`config.mk`:
```
export PLATFORM = sky130hd
export DESIGN_NAME = rv_control
export DESIGN_NICKNAME = d
export VERILOG_FILES = /design/src/rv_pkg.sv /design/src/rv_control.sv
export VERILOG_INCLUDE_DIRS = /design/src
export SDC_FILE = /design/constraint.sdc
export NUM_CORES = 1
export LEC_CHECK = 0
export ABC_AREA = 0
export BUFFER_PORTS_ARGS = -buffer_cell sky130_fd_sc_hd__buf_2
export CAP_MARGIN = 20
export CORE_MARGIN = 2
export CORE_UTILIZATION = 50
export CTS_CLUSTER_SIZE = 40
export DETAILED_ROUTE_END_ITERATION = 10
export GPL_TIMING_DRIVEN = 1
export PLACE_DENSITY = 0.82
export SYNTH_ARGS = -nofsm -noshare
export SYNTH_HDL_FRONTEND = slang
export SYNTH_SLANG_ARGS = --single-unit
```
`constraint.sdc`:
```
create_clock -name instr -period 6.4 [get_ports instr]
set_input_delay 1.28 -clock instr [delete_from_list [all_inputs] [get_ports instr]]
set_output_delay 1.28 -clock instr [all_outputs]
set_load 0.05 [all_outputs]
```
`src/rv_defines.svh`:
```
//////////////////////////////
// sizes for the single-cycle core. Only XLEN of 32 is supported.
//////////////////////////////
`ifndef RV_DEFINES_SVH
`define RV_DEFINES_SVH

// data path and address width in bits.
`define XLEN 32

// architectural register count, x0 included.
`define NREGS 32

// data memory depth in words. Addresses wrap at this size.
`define DMEM_WORDS 256

// first fetch address after reset.
`define RESET_PC 32'h0000_0000

`endif

```
`src/rv_pkg.sv`:
```
//////////////////////////////
// shared types for the RV32I core. Only base integer opcodes are listed.
//////////////////////////////
`include "rv_defines.svh"

package rv_pkg;

	typedef enum logic [6:0] {
		RTYPE = 7'b0110011,
		ITYPE = 7'b0010011,
		LTYPE = 7'b0000011,
		STYPE = 7'b0100011,
		BTYPE = 7'b1100011,
		JALR  = 7'b1100111,
		JAL   = 7'b1101111,
		AUIPC = 7'b0010111,
		LUI   = 7'b0110111
	} opcode_e;

	// ADD must stay at zero so that a cleared control word is a harmless add.
	typedef enum logic [3:0] {
		ADD  = 4'd0,
		SUB  = 4'd1,
		SLL  = 4'd2,
		SLT  = 4'd3,
		SLTU = 4'd4,
		XOR  = 4'd5,
		SRL  = 4'd6,
		SRA  = 4'd7,
		OR   = 4'd8,
		AND  = 4'd9
	} alu_op_e;

	typedef enum logic [1:0] {
		WB_ALU = 2'd0,
		WB_MEM = 2'd1,
		WB_PC4 = 2'd2,  // link address for the jumps.
		WB_IMM = 2'd3   // LUI writes the immediate directly.
	} wb_sel_e;

	typedef struct packed {
		logic [6:0] funct7;
		logic [4:0] rs2;
		logic [4:0] rs1;
		logic [2:0] funct3;
		logic [4:0] rd;
		logic [6:0] opcode;
	} r_fmt_t;

	typedef struct packed {
		logic [11:0] imm;
		logic [4:0]  rs1;
		logic [2:0]  funct3;
		logic [4:0]  rd;
		logic [6:0]  opcode;
	} i_fmt_t;

	typedef struct packed {
		logic [6:0] imm_hi;
		logic [4:0] rs2;
		logic [4:0] rs1;
		logic [2:0] funct3;
		logic [4:0] imm_lo;
		logic [6:0] opcode;
	} s_fmt_t;

	typedef struct packed {
		logic       imm_12;
		logic [5:0] imm_10_5;
		logic [4:0] rs2;
		logic [4:0] rs1;
		logic [2:0] funct3;
		logic [3:0] imm_4_1;
		logic       imm_11;
		logic [6:0] opcode;
	} b_fmt_t;

	typedef struct packed {
		logic [19:0] imm;
		logic [4:0]  rd;
		logic [6:0]  opcode;
	} u_fmt_t;

	typedef struct packed {
		logic       imm_20;
		logic [9:0] imm_10_1;
		logic       imm_11;
		logic [7:0] imm_19_12;
		logic [4:0] rd;
		logic [6:0] opcode;
	} j_fmt_t;

	// one fetched word, seen through each RV32I encoding.
	typedef union packed {
		r_fmt_t r;
		i_fmt_t i;
		s_fmt_t s;
		b_fmt_t b;
		u_fmt_t u;
		j_fmt_t j;
	} instr_u;

	typedef struct packed {
		alu_op_e          alu_op;
		logic             alu_src_imm;  // second operand is the immediate.
		logic [`XLEN-1:0] imm;
		logic             reg_write;
		logic             mem_read;
		logic             mem_write;
		logic [2:0]       funct3;       // width and signedness for memory, condition for branches.
		logic             is_branch;
		logic             is_jal;
		logic             is_jalr;
		wb_sel_e          wb_sel;
		logic             use_pc_a;     // first operand is the pc, as for AUIPC.
	} ctrl_t;

endpackage

```
`src/rv_control.sv`:
```
//////////////////////////////
// decode and pc for one instruction per cycle. idata must hold for the cycle.
// unknown opcodes write nothing and fall through to pc plus four.
//////////////////////////////
`timescale 1ns/1ps
`include "rv_defines.svh"

module rv_control (
	input  logic             instr,
	input  logic             reset,
	input  rv_pkg::instr_u   idata,
	input  logic [`XLEN-1:0] alu_res,
	input  logic             br_taken,
	input  logic [`XLEN-1:0] rv1,
	input  logic [`XLEN-1:0] load_data,
	output logic [`XLEN-1:0] iaddr,
	output rv_pkg::ctrl_t    ctrl,
	output logic [4:0]       rs1,
	output logic [4:0]       rs2,
	output logic [4:0]       rd,
	output logic [`XLEN-1:0] wr_data
);
	import rv_pkg::*;

	logic [`XLEN-1:0] pc_plus4;
	logic [`XLEN-1:0] pc_rel;
	logic [`XLEN-1:0] jalr_sum;
	logic [`XLEN-1:0] pc_next;

	// alt is funct7 bit 5. It selects SRA over SRL, and SUB over ADD only for R-type.
	function automatic alu_op_e alu_decode(input logic [2:0] funct3, input logic alt,
			input logic is_reg);
		alu_op_e op;
		case (funct3)
			3'b000:  op = (alt && is_reg) ? SUB : ADD;
			3'b001:  op = SLL;
			3'b010:  op = SLT;
			3'b011:  op = SLTU;
			3'b100:  op = XOR;
			3'b101:  op = alt ? SRA : SRL;
			3'b110:  op = OR;
			default: op = AND;
		endcase
		return op;
	endfunction

	// register fields sit in the same place in every format that has them.
	assign rs1 = idata.r.rs1;
	assign rs2 = idata.r.rs2;
	assign rd  = idata.r.rd;

	always_comb begin
		ctrl        = '0;  // no writes and a plain add unless the opcode says otherwise.
		ctrl.funct3 = idata.r.funct3;
		case (opcode_e'(idata.r.opcode))
			RTYPE: begin
				ctrl.alu_op    = alu_decode(idata.r.funct3, idata.r.funct7[5], 1'b1);
				ctrl.reg_write = 1'b1;
			end
			ITYPE: begin
				ctrl.imm         = {{20{idata.i.imm[11]}}, idata.i.imm};
				ctrl.alu_op      = alu_decode(idata.i.funct3, idata.i.imm[10], 1'b0);
				ctrl.alu_src_imm = 1'b1;
				ctrl.reg_write   = 1'b1;
			end
			LTYPE: begin
				ctrl.imm         = {{20{idata.i.imm[11]}}, idata.i.imm};
				ctrl.alu_src_imm = 1'b1;   // the ALU forms the address.
				ctrl.reg_write   = 1'b1;
				ctrl.mem_read    = 1'b1;
				ctrl.wb_sel      = WB_MEM;
			end
			STYPE: begin
				ctrl.imm         = {{20{idata.s.imm_hi[6]}}, idata.s.imm_hi, idata.s.imm_lo};
				ctrl.alu_src_imm = 1'b1;
				ctrl.mem_write   = 1'b1;
			end
			BTYPE: begin
				ctrl.imm       = {{19{idata.b.imm_12}}, idata.b.imm_12, idata.b.imm_11,
					idata.b.imm_10_5, idata.b.imm_4_1, 1'b0};
				ctrl.alu_op    = SUB;
				ctrl.is_branch = 1'b1;
			end
			JALR: begin
				ctrl.imm       = {{20{idata.i.imm[11]}}, idata.i.imm};
				ctrl.reg_write = 1'b1;
				ctrl.is_jalr   = 1'b1;
				ctrl.wb_sel    = WB_PC4;
			end
			JAL: begin
				ctrl.imm       = {{11{idata.j.imm_20}}, idata.j.imm_20, idata.j.imm_19_12,
					idata.j.imm_11, idata.j.imm_10_1, 1'b0};
				ctrl.reg_write = 1'b1;
				ctrl.is_jal    = 1'b1;
				ctrl.wb_sel    = WB_PC4;
			end
			AUIPC: begin
				ctrl.imm         = {idata.u.imm, 12'b0};
				ctrl.alu_src_imm = 1'b1;
				ctrl.use_pc_a    = 1'b1;
				ctrl.reg_write   = 1'b1;
			end
			LUI: begin
				ctrl.imm       = {idata.u.imm, 12'b0};
				ctrl.reg_write = 1'b1;
				ctrl.wb_sel    = WB_IMM;
			end
			default: ;
		endcase
	end

	assign pc_plus4 = iaddr + `XLEN'd4;
	assign pc_rel   = iaddr + ctrl.imm;   // shared by taken branches and JAL.
	assign jalr_sum = rv1 + ctrl.imm;

	always_comb begin
		if (ctrl.is_jalr)
			pc_next = {jalr_sum[`XLEN-1:1], 1'b0};
		else if (ctrl.is_jal || br_taken)
			pc_next = pc_rel;
		else
			pc_next = pc_plus4;
	end

	always_ff @(posedge instr) begin
		if (reset)
			iaddr <= `RESET_PC;
		else
			iaddr <= pc_next;
	end

	always_comb begin
		case (ctrl.wb_sel)
			WB_MEM:  wr_data = load_data;
			WB_PC4:  wr_data = pc_plus4;
			WB_IMM:  wr_data = ctrl.imm;
			default: wr_data = alu_res;
		endcase
	end

endmodule

```
==> impl_metrics.ini <==
[outcome]
status = finished, final reports clean

[cells_and_area]
reg.largest.list = iaddr: 31 flops
fin_nets = 1321
largest_reg_flops = 31
area_growth_syn_to_layout_pct = 22.7
drive_gt1_share_pct = 25.6
regMostFlops = iaddr
final_util_pct = 62.5

[grt]
antenna_found_initial = 1
grt_pass1_wl_um = 40800
grt_usage_pct = 38.5
met1_usage_pct = 52.1
grt_util_met2_pct = 60.8
overflow = 0
grt_pass1_vias = 7438
busiest_layer = met2
grt_max_degree = 48
met3_usage_pct = 7.26

[setup_path]
path_common_cell = nand2_1
crit_path_top_delay_cell = or4b_1
crit_path_max_fanout = 19
max_stage_delay_ns = 0.51
path_cells = buf_2, or4b_1, nor3_2, nand2_1, nand2_1, ha_1, inv_1, fa_1, nand2b_1, a21oi_1, o21bai_1, a211oi_1, nor3b_2, o41ai_1, a21oi_1, xnor2_1, nand2_1, a311oi_1
start_kind = input pin
arrival_ns = 5.51
end_kind = register
crit_required_ns = 6.59
critical_path_class = input pin to register

[logic_synthesis]
synth_compound_area_share_pct = 33.8
synth_top_area_cell = ha_1
synth_common_cells = a21oi_1, nand2_1, nor2_1
ys_async_sr_fraction_pct = 0
synth_warnings = 0
synth-main-ff-cell = dfxtp_1
yosys.area_share.simple_pct = 23.3
ys_ff_latch = 32
synthXorXnorAreaFrac_pct = 11.0
synthAdderAreaFrac_pct = 12.9
synth_top_area_share_pct = 11.8
synth.distinct_cells = 67
synth_most_common_cell = a21oi_1
synth_mux_area_share_pct = 2.24
ys_top_cells_by_area = ha_1, dfxtp_1, a21oi_1
syn_inst = 914
syn-cell-area_um2 = 6370
avgSynthCellArea_um2 = 6.97
synth_seq_area_share_pct = 10.1
synth_top_family_by_area = compound AO/OA/AOI/OAI gates
syn-num-nets = 1107
synth-edff-count = 0

[timing]
fin_ws_ns = 1.08
finalHoldViolCount = 0
grt_setup_unrepaired = false
maxSlewHeadroom_pct = 42.3
fin_crit_sh_pct = 83.2
fmax_mhz = 188
tightest_slew_ns = 0.866
finalClockSkew_ns = 0.00599
setup_viol = 0
timing.hold.ws_ns = 0.614
fin_setup_tns_ns = 0
slew_violations = 0
post-route-min-period_ns = 5.32

[run]
drv_cap = 0

[power]
ir_drop_v = 0.000102
power.density_nw_per_um2 = 120
leakage_nw = 4.05

[placed_design]
place_congestion = 1.01
io_buffers = 258
hpwl_um = 21500
place_ws_ns = 0.874

[die]
die_w_um = 117
initial_core_util_pct = 50.9
rows = 41
io_pins = 259
fp.coreArea_um2 = 12500
die_y_um = 117
die-area_um2 = 13700

[clock_network]
postCtsSetupBuffers = 0
clockBufferDepth = 2
cts.sinks = 32
cts_root_buf = clkbuf_16
cts_buffers = 5
clk_pin_slew_worst_paths_ns = 0.06
clock_latency_ns = 0.29
cts_tree = built
cts_max_level = 2
cts_hold_buf = 0
cts_resized = 0

[drt]
first_iter_violations = 996
drc = 0
routed_wl_um = 27100
wire_per_inst_um = 20.8
ant_nets = 0
firstDrtPassIters = 8
vias = 8171
via_per_inst = 6.28

[min_path]
hold_class = register to register
logic make-up (layout without fill, tap and decap cells):
logic type      after synthesis  in the layout
buf+inv                      91            306
fa+ha+maj                    65             65
simple gates                304            304
flops                        32             32
compound gates              329            329
other cells                   0              1
xor+xnor                     80             80
mux                          13             13
power by group:
part	switching (mW)	internal, mW
Sequential	0.0169	0.208
Clock	0.101	0.205
Combinational	0.277	0.128
Total	0.395	0.541
metal layers:
metal / share of wire [%] / vias up
met3: 11 / 76
met2: 44 / 522
met4: 3.7 / 0
met5: 0 / -
li1: - / 3801
met1: 41 / 3772
metrics by stage:
stage / power, mW / cell area, um2 / cells
2_1_floorplan: 0.504 / 6370 / 914
3_3_place_gp: 0.624 / 7630 / 1293
3_5_place_dp: 0.624 / 7630 / 1293
4_1_cts: 0.924 / 7820 / 1301
5_1_grt: 0.968 / 7820 / 1301
6_report: 0.935 / 7820 / 1302
worst paths after layout:
| check | to | slack [ns] | start | depth (start not counted) |
|---|---|---|---|---|
| min reg2reg | register | 0.61 | register | 2 |
| max | iaddr[26] | 1.08 | idata[5] | 18 |
| max reg2reg | iaddr[31] | 2.80 | iaddr[2] | 11 |
| min | register | 0.61 | register | 2 |
layout by cell type (no fill, tap or decap), drive strengths merged, types with 15 or more instances in the layout:
cell type and count:
nand2b 15, nand3 35, inv 31, dfxtp 32
xnor2 51, o21ai 50, xor2 29, a21o 35
nand2 81, nor2 80, nor3 19, a211oi 37
ha 60, buf 266, o22ai 16, o21a 16
a21oi 91
cell type report:
class,instances,area [um2]
diodes,1,2.50
clock buffers,7,153
clock inverters,1,30.0
fillers,1220,4700
inverters,32,120
multi-input cells,791,5310
flip-flops and latches,32,641
well taps,172,215
repair buffers,266,1350
worst max-delay path, delay by kind of cell:
kind                     cells  cell delay [ns]
AO/OA/AOI/OAI                6             1.74
XOR/XNOR                     1             0.14
buffers and inverters        2             0.40
AND/OR/NAND/NOR              7             1.34
adder cells (fa/ha/maj)      2             0.60
Note: power is estimated with default switching activity, not from simulation.
